`config.mk`:
```
export PLATFORM = sky130hd
export DESIGN_NAME = alu_unit
export DESIGN_NICKNAME = d
export VERILOG_FILES = /design/src/alu_pkg.sv /design/src/alu_cycle_timer.sv /design/src/alu_divider.sv /design/src/alu_issue_ctrl.sv /design/src/alu_logic_unit.sv /design/src/alu_multiplier.sv /design/src/alu_unit.sv
export SDC_FILE = /design/constraint.sdc
export NUM_CORES = 2
export LEC_CHECK = 0
export ABC_AREA = 1
export BUFFER_PORTS_ARGS = -buffer_cell sky130_fd_sc_hd__buf_4
export CAP_MARGIN = 20
export CORE_UTILIZATION = 34
export DETAILED_ROUTE_END_ITERATION = 10
export GPL_TIMING_DRIVEN = 0
export PLACE_DENSITY = 0.56
export SYNTH_ARGS = -nofsm -noshare
export SYNTH_HDL_FRONTEND = slang
export SYNTH_SLANG_ARGS = --single-unit
```
`constraint.sdc`:
```
create_clock -name clk -period 8.7 [get_ports clk]
set_input_delay 0.87 -clock clk [delete_from_list [all_inputs] [get_ports clk]]
set_output_delay 0.87 -clock clk [all_outputs]
set_load 0.02 [all_outputs]
```
`src/alu_pkg.sv`:
```
// Widths, latencies and operation codes of the integer execute unit
// Opcode class helpers for the issue controller and the top level
package alu_pkg;

	// ======================================================================
	// Widths and latencies
	// ======================================================================
	localparam int WID = 32;
	localparam int OPW = 5;
	localparam int MODW = 3;
	localparam int IMMW = 12;

	// Multiplier pipeline depth in stages
	localparam int MUL_LAT = 3;

	// One restoring step per result bit
	localparam int DIV_CYCLES = WID;
	localparam int DIV_CNTW = $clog2(DIV_CYCLES + 1);

	// ======================================================================
	// Operation codes
	// ======================================================================
	typedef enum logic [OPW-1:0] {
		OP_ADD3, OP_SUB3, OP_AND, OP_OR, OP_EOR,
		OP_SEQ, OP_SLT, OP_SLTU,
		OP_MAX3, OP_MIN3, OP_MID3,
		OP_SHL, OP_SHR, OP_ASR, OP_ADDI,
		OP_MUL, OP_MULU, OP_MULH,
		OP_DIV, OP_DIVU, OP_MOD, OP_MODU
	} alu_op_e;

	// How the a/b logic result is combined with c
	typedef enum logic [MODW-1:0] {
		MOD_AND,
		MOD_ANDN,
		MOD_OR,
		MOD_ORN,
		MOD_XOR,
		MOD_XNOR
	} alu_mod_e;

	// ======================================================================
	// Opcode classes
	// ======================================================================
	function automatic logic is_mul_op(input alu_op_e op);
		return op inside {OP_MUL, OP_MULU, OP_MULH};
	endfunction

	function automatic logic is_div_op(input alu_op_e op);
		return op inside {OP_DIV, OP_DIVU, OP_MOD, OP_MODU};
	endfunction

endpackage

```
`src/alu_cycle_timer.sv`:
```
// Loadable down-counter that flags the last cycle of a multi-cycle operation
module alu_cycle_timer (
	input  logic       clk,
	input  logic       rst,
	input  logic       load,
	input  logic [7:0] value,
	output logic       expired
);

	logic [7:0] count;
	logic armed;

	always_ff @(posedge clk)
	begin
		if (rst)
		begin
			count <= 8'd0;
			armed <= 1'b0;
		end
		else if (load)
		begin
			// A reload restarts the count from the new value
			count <= value;
			armed <= 1'b1;
		end
		else if (armed)
		begin
			if (count == 8'd0)
				armed <= 1'b0;
			else
				count <= count - 8'd1;
		end
	end

	// High for the single cycle in which an armed count sits at zero
	assign expired = armed && (count == 8'd0);

	a_expired_pulse: assert property (@(posedge clk) disable iff (rst)
		expired |=> !expired);

endmodule

```
`src/alu_divider.sv`:
```
// Radix-2 restoring divider with sign handling and divide-by-zero detection
module alu_divider (
	input  logic                    clk,
	input  logic                    rst,
	input  logic                    start,
	input  logic                    sgn,
	input  logic [alu_pkg::WID-1:0] a,
	input  logic [alu_pkg::WID-1:0] b,
	output logic [alu_pkg::WID-1:0] quotient,
	output logic [alu_pkg::WID-1:0] remainder,
	output logic                    dbz,
	output logic                    done
);
	import alu_pkg::*;

	logic [WID-1:0] quo;
	logic [WID-1:0] rem;
	logic [WID-1:0] dvs;
	logic [DIV_CNTW-1:0] cnt;
	logic run;
	logic neg_q;
	logic neg_r;
	logic [WID-1:0] a_mag;
	logic [WID-1:0] b_mag;
	logic [WID:0] shifted;
	logic [WID+1:0] trial;

	assign a_mag = (sgn && a[WID-1]) ? -a : a;
	assign b_mag = (sgn && b[WID-1]) ? -b : b;

	// The dividend shifts out of quo while quotient bits shift in
	assign shifted = {rem, quo[WID-1]};
	assign trial = {1'b0, shifted} - {2'b00, dvs};

	always_ff @(posedge clk)
	begin
		if (rst)
		begin
			run <= 1'b0;
			cnt <= '0;
			dbz <= 1'b0;
		end
		else if (start)
		begin
			run <= 1'b1;
			cnt <= DIV_CNTW'(DIV_CYCLES);
			dbz <= (b == '0);
			neg_q <= (b != '0) && sgn && (a[WID-1] ^ b[WID-1]);
			neg_r <= (b != '0) && sgn && a[WID-1];
			quo <= (b == '0) ? '1 : a_mag;
			rem <= (b == '0) ? a : '0;
			dvs <= b_mag;
		end
		else if (run)
		begin
			if (cnt == '0)
				run <= 1'b0;
			else
			begin
				cnt <= cnt - 1'b1;
				// A zero divisor keeps its preset result through the count
				if (!dbz)
				begin
					if (!trial[WID+1])
					begin
						rem <= trial[WID-1:0];
						quo <= {quo[WID-2:0], 1'b1};
					end
					else
					begin
						rem <= shifted[WID-1:0];
						quo <= {quo[WID-2:0], 1'b0};
					end
				end
			end
		end
	end

	// Sign restore happens in the final cycle, when done is high
	assign done = run && (cnt == '0);
	assign quotient = neg_q ? -quo : quo;
	assign remainder = neg_r ? -rem : rem;

	a_no_start_running: assert property (@(posedge clk) disable iff (rst)
		start |-> !run);

endmodule

```
`src/alu_issue_ctrl.sv`:
```
// Issue sequencing FSM for simple, multiply and divide operations
// Drives unit start strobes, the cycle timer, busy and result_valid
module alu_issue_ctrl (
	input  logic             clk,
	input  logic             rst,
	input  logic             issue,
	input  alu_pkg::alu_op_e op,
	input  logic             expired,
	output logic             mul_start,
	output logic             div_start,
	output logic             timer_load,
	output logic [7:0]       timer_value,
	output logic             busy,
	output logic             result_valid
);
	import alu_pkg::*;

	typedef enum logic [1:0] {
		IDLE,
		WAIT_MUL,
		WAIT_DIV
	} state_e;

	state_e state;
	logic accept;
	logic take_mul;
	logic take_div;
	logic simple_done;

	assign accept = issue && (state == IDLE);
	assign take_mul = accept && is_mul_op(op);
	assign take_div = accept && is_div_op(op);

	// The timer is loaded in the issue cycle so it lines up with the result
	assign timer_load = take_mul || take_div;
	assign timer_value = take_div ? 8'(DIV_CYCLES + 1) : 8'(MUL_LAT);

	always_ff @(posedge clk)
	begin
		if (rst)
		begin
			state <= IDLE;
			mul_start <= 1'b0;
			div_start <= 1'b0;
			simple_done <= 1'b0;
		end
		else
		begin
			// Units start one cycle late, once the operand registers hold the issue
			mul_start <= take_mul;
			div_start <= take_div;
			simple_done <= accept && !take_mul && !take_div;
			case (state)
				IDLE:
				begin
					if (take_mul)
						state <= WAIT_MUL;
					else if (take_div)
						state <= WAIT_DIV;
				end
				WAIT_MUL, WAIT_DIV:
				begin
					if (expired)
						state <= IDLE;
				end
				default:
					state <= IDLE;
			endcase
		end
	end

	assign busy = (state != IDLE);
	assign result_valid = simple_done || (busy && expired);

	// The issuing side must wait for the multi-cycle result
	a_no_issue_busy: assert property (@(posedge clk) disable iff (rst) issue |-> !busy);

	// The timer only runs for an operation the FSM is waiting on
	a_no_idle_expiry: assert property (@(posedge clk) disable iff (rst)
		(state == IDLE) |-> !expired);

endmodule

```
`src/alu_logic_unit.sv`:
```
// Combinational datapath for the single-cycle operations
// Adds, modified logic ops, compare-set, three-way select, shifts
module alu_logic_unit (
	input  alu_pkg::alu_op_e         op,
	input  alu_pkg::alu_mod_e        modf,
	input  logic [alu_pkg::WID-1:0]  a,
	input  logic [alu_pkg::WID-1:0]  b,
	input  logic [alu_pkg::WID-1:0]  c,
	input  logic [alu_pkg::IMMW-1:0] imm,
	output logic [alu_pkg::WID-1:0]  y
);
	import alu_pkg::*;

	logic [WID-1:0] imm_ext;
	logic [WID-1:0] max_ab;
	logic [WID-1:0] min_ab;
	logic [WID-1:0] max3;
	logic [WID-1:0] min3;
	logic [WID-1:0] cap_mid;
	logic [WID-1:0] mid3;
	logic [4:0] shamt;

	// Second logic stage that applies c to the a/b result
	function automatic logic [WID-1:0] apply_mod(
		input logic [WID-1:0] x,
		input logic [WID-1:0] m,
		input alu_mod_e       sel
	);
		case (sel)
			MOD_AND:  return x & m;
			MOD_ANDN: return x & ~m;
			MOD_OR:   return x | m;
			MOD_ORN:  return x | ~m;
			MOD_XOR:  return x ^ m;
			MOD_XNOR: return x ^ ~m;
			default:  return '0;
		endcase
	endfunction

	assign imm_ext = {{(WID-IMMW){imm[IMMW-1]}}, imm};
	assign shamt = c[4:0];

	// ======================================================================
	// Signed three-way select
	// ======================================================================
	assign max_ab = ($signed(a) > $signed(b)) ? a : b;
	assign min_ab = ($signed(a) > $signed(b)) ? b : a;
	assign max3 = ($signed(max_ab) > $signed(c)) ? max_ab : c;
	assign min3 = ($signed(min_ab) < $signed(c)) ? min_ab : c;

	// Median is the larger of min(a,b) and min(max(a,b),c)
	assign cap_mid = ($signed(max_ab) < $signed(c)) ? max_ab : c;
	assign mid3 = ($signed(min_ab) > $signed(cap_mid)) ? min_ab : cap_mid;

	// ======================================================================
	// Result select
	// ======================================================================
	always_comb
	begin
		case (op)
			OP_ADD3: y = a + b + c;
			OP_SUB3: y = a - b - c;
			OP_ADDI: y = a + imm_ext;
			OP_AND:  y = apply_mod(a & b, c, modf);
			OP_OR:   y = apply_mod(a | b, c, modf);
			OP_EOR:  y = apply_mod(a ^ b, c, modf);
			OP_SEQ:  y = (a == b) ? c : '0;
			OP_SLT:  y = ($signed(a) < $signed(b)) ? c : '0;
			OP_SLTU: y = (a < b) ? c : '0;
			OP_MAX3: y = max3;
			OP_MIN3: y = min3;
			OP_MID3: y = mid3;
			OP_SHL:  y = a << shamt;
			OP_SHR:  y = a >> shamt;
			OP_ASR:  y = $signed(a) >>> shamt;
			// Multi-cycle ops are answered by their own units
			default: y = '0;
		endcase
	end

endmodule

```
`src/alu_multiplier.sv`:
```
// Three-stage signed/unsigned multiplier pipeline with low/high half select
module alu_multiplier (
	input  logic                    clk,
	input  logic                    rst,
	input  logic                    start,
	input  logic                    sgn,
	input  logic                    high,
	input  logic [alu_pkg::WID-1:0] a,
	input  logic [alu_pkg::WID-1:0] b,
	output logic [alu_pkg::WID-1:0] product,
	output logic                    done
);
	import alu_pkg::*;

	logic [WID:0] a_s1;
	logic [WID:0] b_s1;
	logic high_s1;
	logic high_s2;
	logic signed [2*WID+1:0] full;
	logic [2*WID-1:0] prod_s2;
	logic [MUL_LAT-1:0] vld;

	// One extra bit makes a single signed multiplier serve both modes
	assign full = $signed(a_s1) * $signed(b_s1);

	always_ff @(posedge clk)
	begin
		if (start)
		begin
			a_s1 <= {sgn & a[WID-1], a};
			b_s1 <= {sgn & b[WID-1], b};
			high_s1 <= high;
		end
		if (vld[0])
		begin
			prod_s2 <= full[2*WID-1:0];
			high_s2 <= high_s1;
		end
		if (vld[1])
			product <= high_s2 ? prod_s2[2*WID-1:WID] : prod_s2[WID-1:0];
	end

	always_ff @(posedge clk)
	begin
		if (rst)
			vld <= '0;
		else
			vld <= {vld[MUL_LAT-2:0], start};
	end

	assign done = vld[MUL_LAT-1];

endmodule

```
`src/alu_unit.sv`:
```
// Integer execute unit top level with operand registers and result select
// Holds the last result between result pulses
module alu_unit (
	input  logic                     clk,
	input  logic                     rst,
	input  logic                     issue,
	input  alu_pkg::alu_op_e         op,
	input  alu_pkg::alu_mod_e        modf,
	input  logic [alu_pkg::WID-1:0]  a,
	input  logic [alu_pkg::WID-1:0]  b,
	input  logic [alu_pkg::WID-1:0]  c,
	input  logic [alu_pkg::IMMW-1:0] imm,
	output logic [alu_pkg::WID-1:0]  result,
	output logic                     result_valid,
	output logic                     div_by_zero,
	output logic                     busy
);
	import alu_pkg::*;

	alu_op_e op_q;
	alu_mod_e modf_q;
	logic [WID-1:0] a_q;
	logic [WID-1:0] b_q;
	logic [WID-1:0] c_q;
	logic [IMMW-1:0] imm_q;
	logic mul_start;
	logic div_start;
	logic timer_load;
	logic [7:0] timer_value;
	logic expired;
	logic mul_done;
	logic div_done;
	logic div_dbz;
	logic [WID-1:0] logic_y;
	logic [WID-1:0] mul_p;
	logic [WID-1:0] div_q;
	logic [WID-1:0] div_r;
	logic [WID-1:0] res_mux;
	logic [WID-1:0] result_q;

	// Every unit works from the operands captured at issue
	always_ff @(posedge clk)
	begin
		if (issue)
		begin
			op_q <= op;
			modf_q <= modf;
			a_q <= a;
			b_q <= b;
			c_q <= c;
			imm_q <= imm;
		end
	end

	alu_issue_ctrl u_ctrl (
		.clk(clk), .rst(rst), .issue(issue), .op(op), .expired(expired),
		.mul_start(mul_start), .div_start(div_start), .timer_load(timer_load),
		.timer_value(timer_value), .busy(busy), .result_valid(result_valid)
	);

	alu_cycle_timer u_timer (
		.clk(clk), .rst(rst), .load(timer_load), .value(timer_value), .expired(expired)
	);

	alu_logic_unit u_logic (
		.op(op_q), .modf(modf_q), .a(a_q), .b(b_q), .c(c_q), .imm(imm_q), .y(logic_y)
	);

	alu_multiplier u_mul (
		.clk(clk), .rst(rst), .start(mul_start), .sgn(op_q != OP_MULU),
		.high(op_q == OP_MULH), .a(a_q), .b(b_q), .product(mul_p), .done(mul_done)
	);

	alu_divider u_div (
		.clk(clk), .rst(rst), .start(div_start),
		.sgn((op_q == OP_DIV) || (op_q == OP_MOD)), .a(a_q), .b(b_q),
		.quotient(div_q), .remainder(div_r), .dbz(div_dbz), .done(div_done)
	);

	// ======================================================================
	// Result select and hold
	// ======================================================================
	always_comb
	begin
		if (is_mul_op(op_q))
			res_mux = mul_p;
		else if ((op_q == OP_DIV) || (op_q == OP_DIVU))
			res_mux = div_q;
		else if ((op_q == OP_MOD) || (op_q == OP_MODU))
			res_mux = div_r;
		else
			res_mux = logic_y;
	end

	always_ff @(posedge clk)
	begin
		if (result_valid)
			result_q <= res_mux;
	end

	assign result = result_valid ? res_mux : result_q;
	assign div_by_zero = is_div_op(op_q) && div_dbz;

	// The timer count must land on the cycle each unit finishes
	a_mul_aligned: assert property (@(posedge clk) disable iff (rst)
		(result_valid && is_mul_op(op_q)) |-> mul_done);
	a_div_aligned: assert property (@(posedge clk) disable iff (rst)
		(result_valid && is_div_op(op_q)) |-> div_done);

endmodule
```
# == After elaboration in Yosys (flattened, before gate mapping) ==
# Cells that the tools add are included.
# op_classes
n_addsub,12
multipliers,1
bitwise_logic,27
n_mux,51
div_mod_pow,0
n_reduce_logical,42
shift,3
magnitude_cmp,7
eq_ne,42
# op_table
operator,count
2-to-1 mux 32 bit,29
one-hot mux 32 bit (6 select lines),3
one-hot mux 32 bit (15 select lines),1
bitwise AND 32 bit,7
OR 32 bit,7
XOR 32 bit,7
< comparator 32 bit,4
negation 32 bit,4
adder 32 bit,3
> comparator 32 bit,3
multiplier 33 x 33 -> 64 bit,1
subtractor 32 bit,2
"equality test 5 bit, second input constant",12
"equality test 5 x 4 -> 1 bit, second input constant",9
subtractor 33 x 32 -> 34 bit,1
equality test 32 bit,1
logical NOT 32 bit,1
NOT 32 bit,1
nonzero test 32 bit,1
<< shifter 32 x 5 -> 32 bit,1
right shift 32 x 5 -> 32 bit,1
>>> shifter 32 x 5 -> 32 bit,1
2-to-1 mux 6 bit,4
2-to-1 mux 8 bit,3
other kinds (34),78
# word_totals
latch_bits,0
ram_bits,0
word_cells,214
output_inout_bits,35
ff_bits,434
mem_count,0
romBits,0
inputBits,119

# == Longest topological paths before layout ==
# logic_depth
depth_word,11
mapped_depth,54
depth_no_buf,51

# == By module ==
# Synthesis repeated with hierarchy kept, for this count alone.
# unflattened
hier_cells,11356
area_unflattened_um2,83757.8
# by_module_without_submodules
module,seq_area_each_um2,cells_each,instances,area_each_um2
alu_multiplier,4984.8,5604,1,46530.9
alu_logic_unit,0.0,3312,1,19376.1
alu_divider,3103.0,1643,1,10689.0
alu_unit,4124.0,645,1,6175.9
alu_cycle_timer,180.2,98,1,623.1
alu_issue_ctrl,100.1,54,1,362.8

# == Worst setup path before layout ==
# OpenSTA, ideal clock, no wires.
# synth_timing
kind,reg-to-output
from,reg a_q[27]
to,out result[0] in the netlist's numbering
stages_incl_launch_ff,46
arrival_time_ns,6.573
n_path_buf,4
path_slack_ns,1.257
required_time_ns,7.830
path_cell_list,edfxtp_1 inv_1 ha_1 nor2_1 nand3_1 nor3_2 nand3_1 nor2_1 nand2_1 nand3_1 nand3_2 buf_2 buf_2 o21ai_0 ha_1 a21oi_1 nor2_1 a211oi_1 (+10 left out) nand2_1 inv_1 nand3_1 nor4_1 inv_1 nor4_1 nand2_1 nand2_1 xnor2_1 nand2_1 inv_1 clkbuf_1 o21ai_0 inv_1 a21oi_1 nand4_1 nor2_1 nor2_1
# synth_via
elab_chain_len,11
elab_cells_between_ends,25
classes_between,7 x order compare; 1 x eq/ne; 3 x shift; 14 x mux
# synth_lines
element,line,text
from (decl),alu_unit.sv:22,logic [WID-1:0] a_q;
from (signal assigned),alu_unit.sv:48,a_q <= a;
> comparator 32 bit,"alu_logic_unit.sv:46, alu_logic_unit.sv:47",
2-to-1 mux 32 bit,alu_logic_unit.sv:46,assign max_ab = ($signed(a) > $signed(b)) ? a : b;
< comparator 32 bit,alu_logic_unit.sv:52,assign cap_mid = ($signed(max_ab) < $signed(c)) ? max_ab : c;
2-to-1 mux 32 bit,alu_logic_unit.sv:52,
> comparator 32 bit,alu_logic_unit.sv:53,assign mid3 = ($signed(min_ab) > $signed(cap_mid)) ? min_ab : cap_mid;
2-to-1 mux 32 bit,alu_logic_unit.sv:53,
one-hot mux 32 bit (15 select lines) (*),alu_logic_unit.sv:60,case (op)
2-to-1 mux 32 bit (*),alu_unit.sv:89,else if ((op_q == OP_MOD) || (op_q == OP_MODU))
2-to-1 mux 32 bit (*),alu_unit.sv:87,else if ((op_q == OP_DIV) || (op_q == OP_DIVU))
2-to-1 mux 32 bit (*),alu_unit.sv:85,if (is_mul_op(op_q))
2-to-1 mux 32 bit (*),--,
to (decl),alu_unit.sv:13,"output logic [alu_pkg::WID-1:0] result,"
# Mark *: on every way between the ends. The rest lies on a longest branch, timed or not.

# == Final worst setup path ==
# layout_timing
from,reg a_q[26]
to,out result[29] in the netlist's numbering
# Same word-level chain as after synthesis.

==> results.py <==
metrics = {
    "synth": {
        "syn_area_mm2": 0.0763,
        "synth-seq-cells": 434,
        "synth_flop_cell": "edfxtp_1",
        "synth_enable_flop_cells": 378,
        "syn_inst": 9576,
        "yosys_warnings": 0,
        "ys_types": 66,
        "syn_area_per_cell_um2": 7.97,
        "postSynth.asyncResetShare_pct": 0,
        "seq_area_frac_synth_pct": 16.3,
        "yosys-top-cells-area": "fa_1, edfxtp_1, nand2_1, inv_1, ha_1",
        "synth_top_cell_area_share_pct": 31.2,
        "yosysTopAreaCell": "fa_1",
        "syn_nets": 11422,
    },
    "critical_path": {
        "critPathCaptureType": "primary output",
        "crit_arrival_ps": 9300,
        "cp-start-kind": "flip-flop",
        "worstSetupPathType": "flip-flop to primary output",
        "crit_required_ps": 7830,
        "slowest_stage": "o211ai_1",
        "critPathMostFrequentCell": "nand2_2",
        "critPathMaxStageDelay_ps": 590,
        "worst-path-max-fanout": 10,
    },
    "timing": {
        "rsz0062_at_grt": "yes",
        "hold_viol": 0,
        "setup_tns_ps": -29210,
        "finalMaxSlewViolations": 0,
        "worstMarginPinSlew_ps": 1280,
        "max_freq_ghz": 0.0983,
        "setup_violations": 35,
        "slew_headroom_pct": 14.8,
        "setup_slack_ps": -1470,
        "fin_crit_ps": 10170,
        "fin_skew_ps": 123,
        "fin_crit_sh_pct": 117,
    },
    "run_status": {
        "violations": "setup timing",
        "outcome": "complete, but fails checks",
    },
    "clock_tree": {
        "cts_tree": "done",
        "clk_pin_slew_ps": 70,
        "clock_path_buffers": 3,
        "numCtsBuffers": 56,
        "cts.sinks": 434,
        "cts_max_level": 2,
        "root_buffer": "clkbuf_16",
        "worst_skew_pair.late_latency_ps": 740,
    },
    "place": {
        "placed_area_mm2": 0.0828,
        "finalWeightedCongestion": 1.06,
        "dp.final_hpwl_um": 340000,
        "numPortBuffers": 153,
        "pre_cts_slack_ps": -4580,
    },
    "route": {
        "via_per_inst": 5.57,
        "firstDrtPassIters": 9,
        "wl_per_cell_um": 31.6,
        "drt-total-wl_um": 414000,
        "vias": 73109,
        "drc": 0,
        "drtIter0Drc": 8814,
        "ant_nets": 0,
    },
    "global_routing": {
        "overflow": 0,
        "antenna_found_initial": 29,
        "grt_usage_pct": 36.4,
        "grt_first_pass_wirelength_um": 569000,
        "grt_pass1_vias": 72342,
        "grt_max_degree": 76,
    },
    "floorplanning": {
        "die-area_mm2": 0.226,
        "die-width_um": 476,
        "io_pins": 154,
        "fp-row-count": 173,
        "initial_utilization_pct": 34.3,
        "fp.dieH_um": 476,
        "core_area_mm2": 0.223,
    },
    "finish": {
        "nNetsFinal": 11943,
        "layout_commonest_cell": "nand2_1",
        "final_area_mm2": 0.0891,
        "syn_to_final_growth_pct": 16.7,
        "fillers": 22850,
        "final-seq-area_mm2": 0.0125,
        "final_util_pct": 40.0,
        "drive_gt1_share_pct": 11.4,
        "multi_input_area_mm2": 0.0561,
        "most-common-layout-cells": "nand2_1, inv_1, fa_1",
    },
    "power_and_ir_drop": {
        "p_leak_nw": 43.0,
        "power_density_mw_per_mm2": 362,
        "ir_drop_uv": 932,
    },
    "worst_hold_path": {
        "hp-class": "input pin to flip-flop",
    },
    "flow_run": {
        "cap_viol_max_count": 0,
    },
}
## cell type report
class	count	share of cell area, %
tap	2975	4.18
buffer	420	2.44
clock inverter	31	0.428
antenna	12	0.0337
multi-input combinational	6737	62.9
inverter	1935	8.34
timing repair inverter	1	0.00562
timing repair buffer	512	5.97
clock buffer	70	1.65
sequential	434	14.0
## path summary, 6_finish.rpt
kind / start / endpoint / slack (ps) / depth (start not counted)
worst max-delay path: a_q[26] / result[29] / -1470 / 46
worst min-delay path: c[6] / c_q[6] / 290 / 1
worst min register to register: u_mul.high_s1 / u_mul.high_s2 / 420 / 0
worst max register to register: u_mul.b_s1[14] / u_mul.prod_s2[63] / -130 / 28
## worst max-delay path: cells and delay by family, from the launching register on
family	cells	cell delay, ps
flip-flops	1	540
buffers and inverters	10	1550
adder cells (fa/ha/maj)	3	890
XOR/XNOR	1	140
AO/OA/AOI/OAI	9	2290
AND/OR/NAND/NOR	23	3210
## Yosys cell counts (15+ instances only)
library cell	n
xnor2_1	67
fa_1	1190
dfxtp_1	56
o21a_1	27
edfxtp_1	378
o2111ai_1	22
a221oi_1	16
ha_1	537
a21oi_1	508
nand4_1	83
buf_2	24
a31oi_1	47
nor4_1	21
or2_2	54
nor3_1	84
o21bai_1	15
buf_1	15
nor2_1	507
a211oi_1	19
clkbuf_1	423
nand3_1	195
inv_1	1926
xor2_1	169
o21ai_1	31
a21o_1	15
o211ai_1	100
a22oi_1	42
o21ai_0	511
nand2_1	2277
mux2_2	32
o221ai_1	80
## power by group
group          switching (mW)  leakage [nW]  internal (mW)
sequential              0.121          3.96           3.27
clock                    1.04         0.892           1.34
combinational            18.0          38.1           8.46
total                    19.2          43.0           13.1
## what timing repair did
action                     4_1_cts  5_1_grt
hold buffers                     0        0
setup endpoints to repair       95       55
pin swaps                      112      112
hold endpoints to repair         0        0
gates cloned                     0        7
resized for setup              468      199
buffers inserted               225       43
## cell families (layout without fill, tap and decap cells)
| family | Yosys count | count (layout) | share of synthesized area [%] |
|---|---|---|---|
| other | 0 | 12 | 0 |
| buffers and inverters | 2405 | 2969 | 11.9 |
| adders and majority gates | 1727 | 1727 | 40.0 |
| AOI/OAI and AO/OA | 1490 | 1490 | 11.4 |
| xor gates and xnor gates | 236 | 236 | 2.71 |
| muxes | 39 | 39 | 0.564 |
| DFF | 434 | 434 | 16.3 |
| and+or+nand+nor | 3245 | 3245 | 17.1 |
## state kept, by name (all words and copies together), names as in the netlist, 3 cells and up
name	count
b_q	32
modf_q	3
u_timer.count	8
u_mul.prod_s2	64
u_mul.b_s1	33
u_mul.a_s1	33
result_q	32
u_mul.product	32
u_div.cnt	6
c_q	32
u_div.rem	32
imm_q	12
u_div.dvs	32
op_q	5
a_q	32
u_div.quo	32
## routing by layer
layer  global-route usage (%)  routed length (um)
met1                     46.9              160000
met2                     54.3              174000
met3                     6.94               40500
met4                     27.0               39100
met5                        0                 107
## through the flow
stage                     hold WS (ps)  std cells  power (mW)
after floorplan                    400       9576        17.6
after global placement             403      12704        27.7
after detailed placement           407      12788        27.8
after CTS                          258      13065        31.2
after global routing               282      13115        33.9
final                              293      13127        32.3
(Power assumes the default switching activity.)
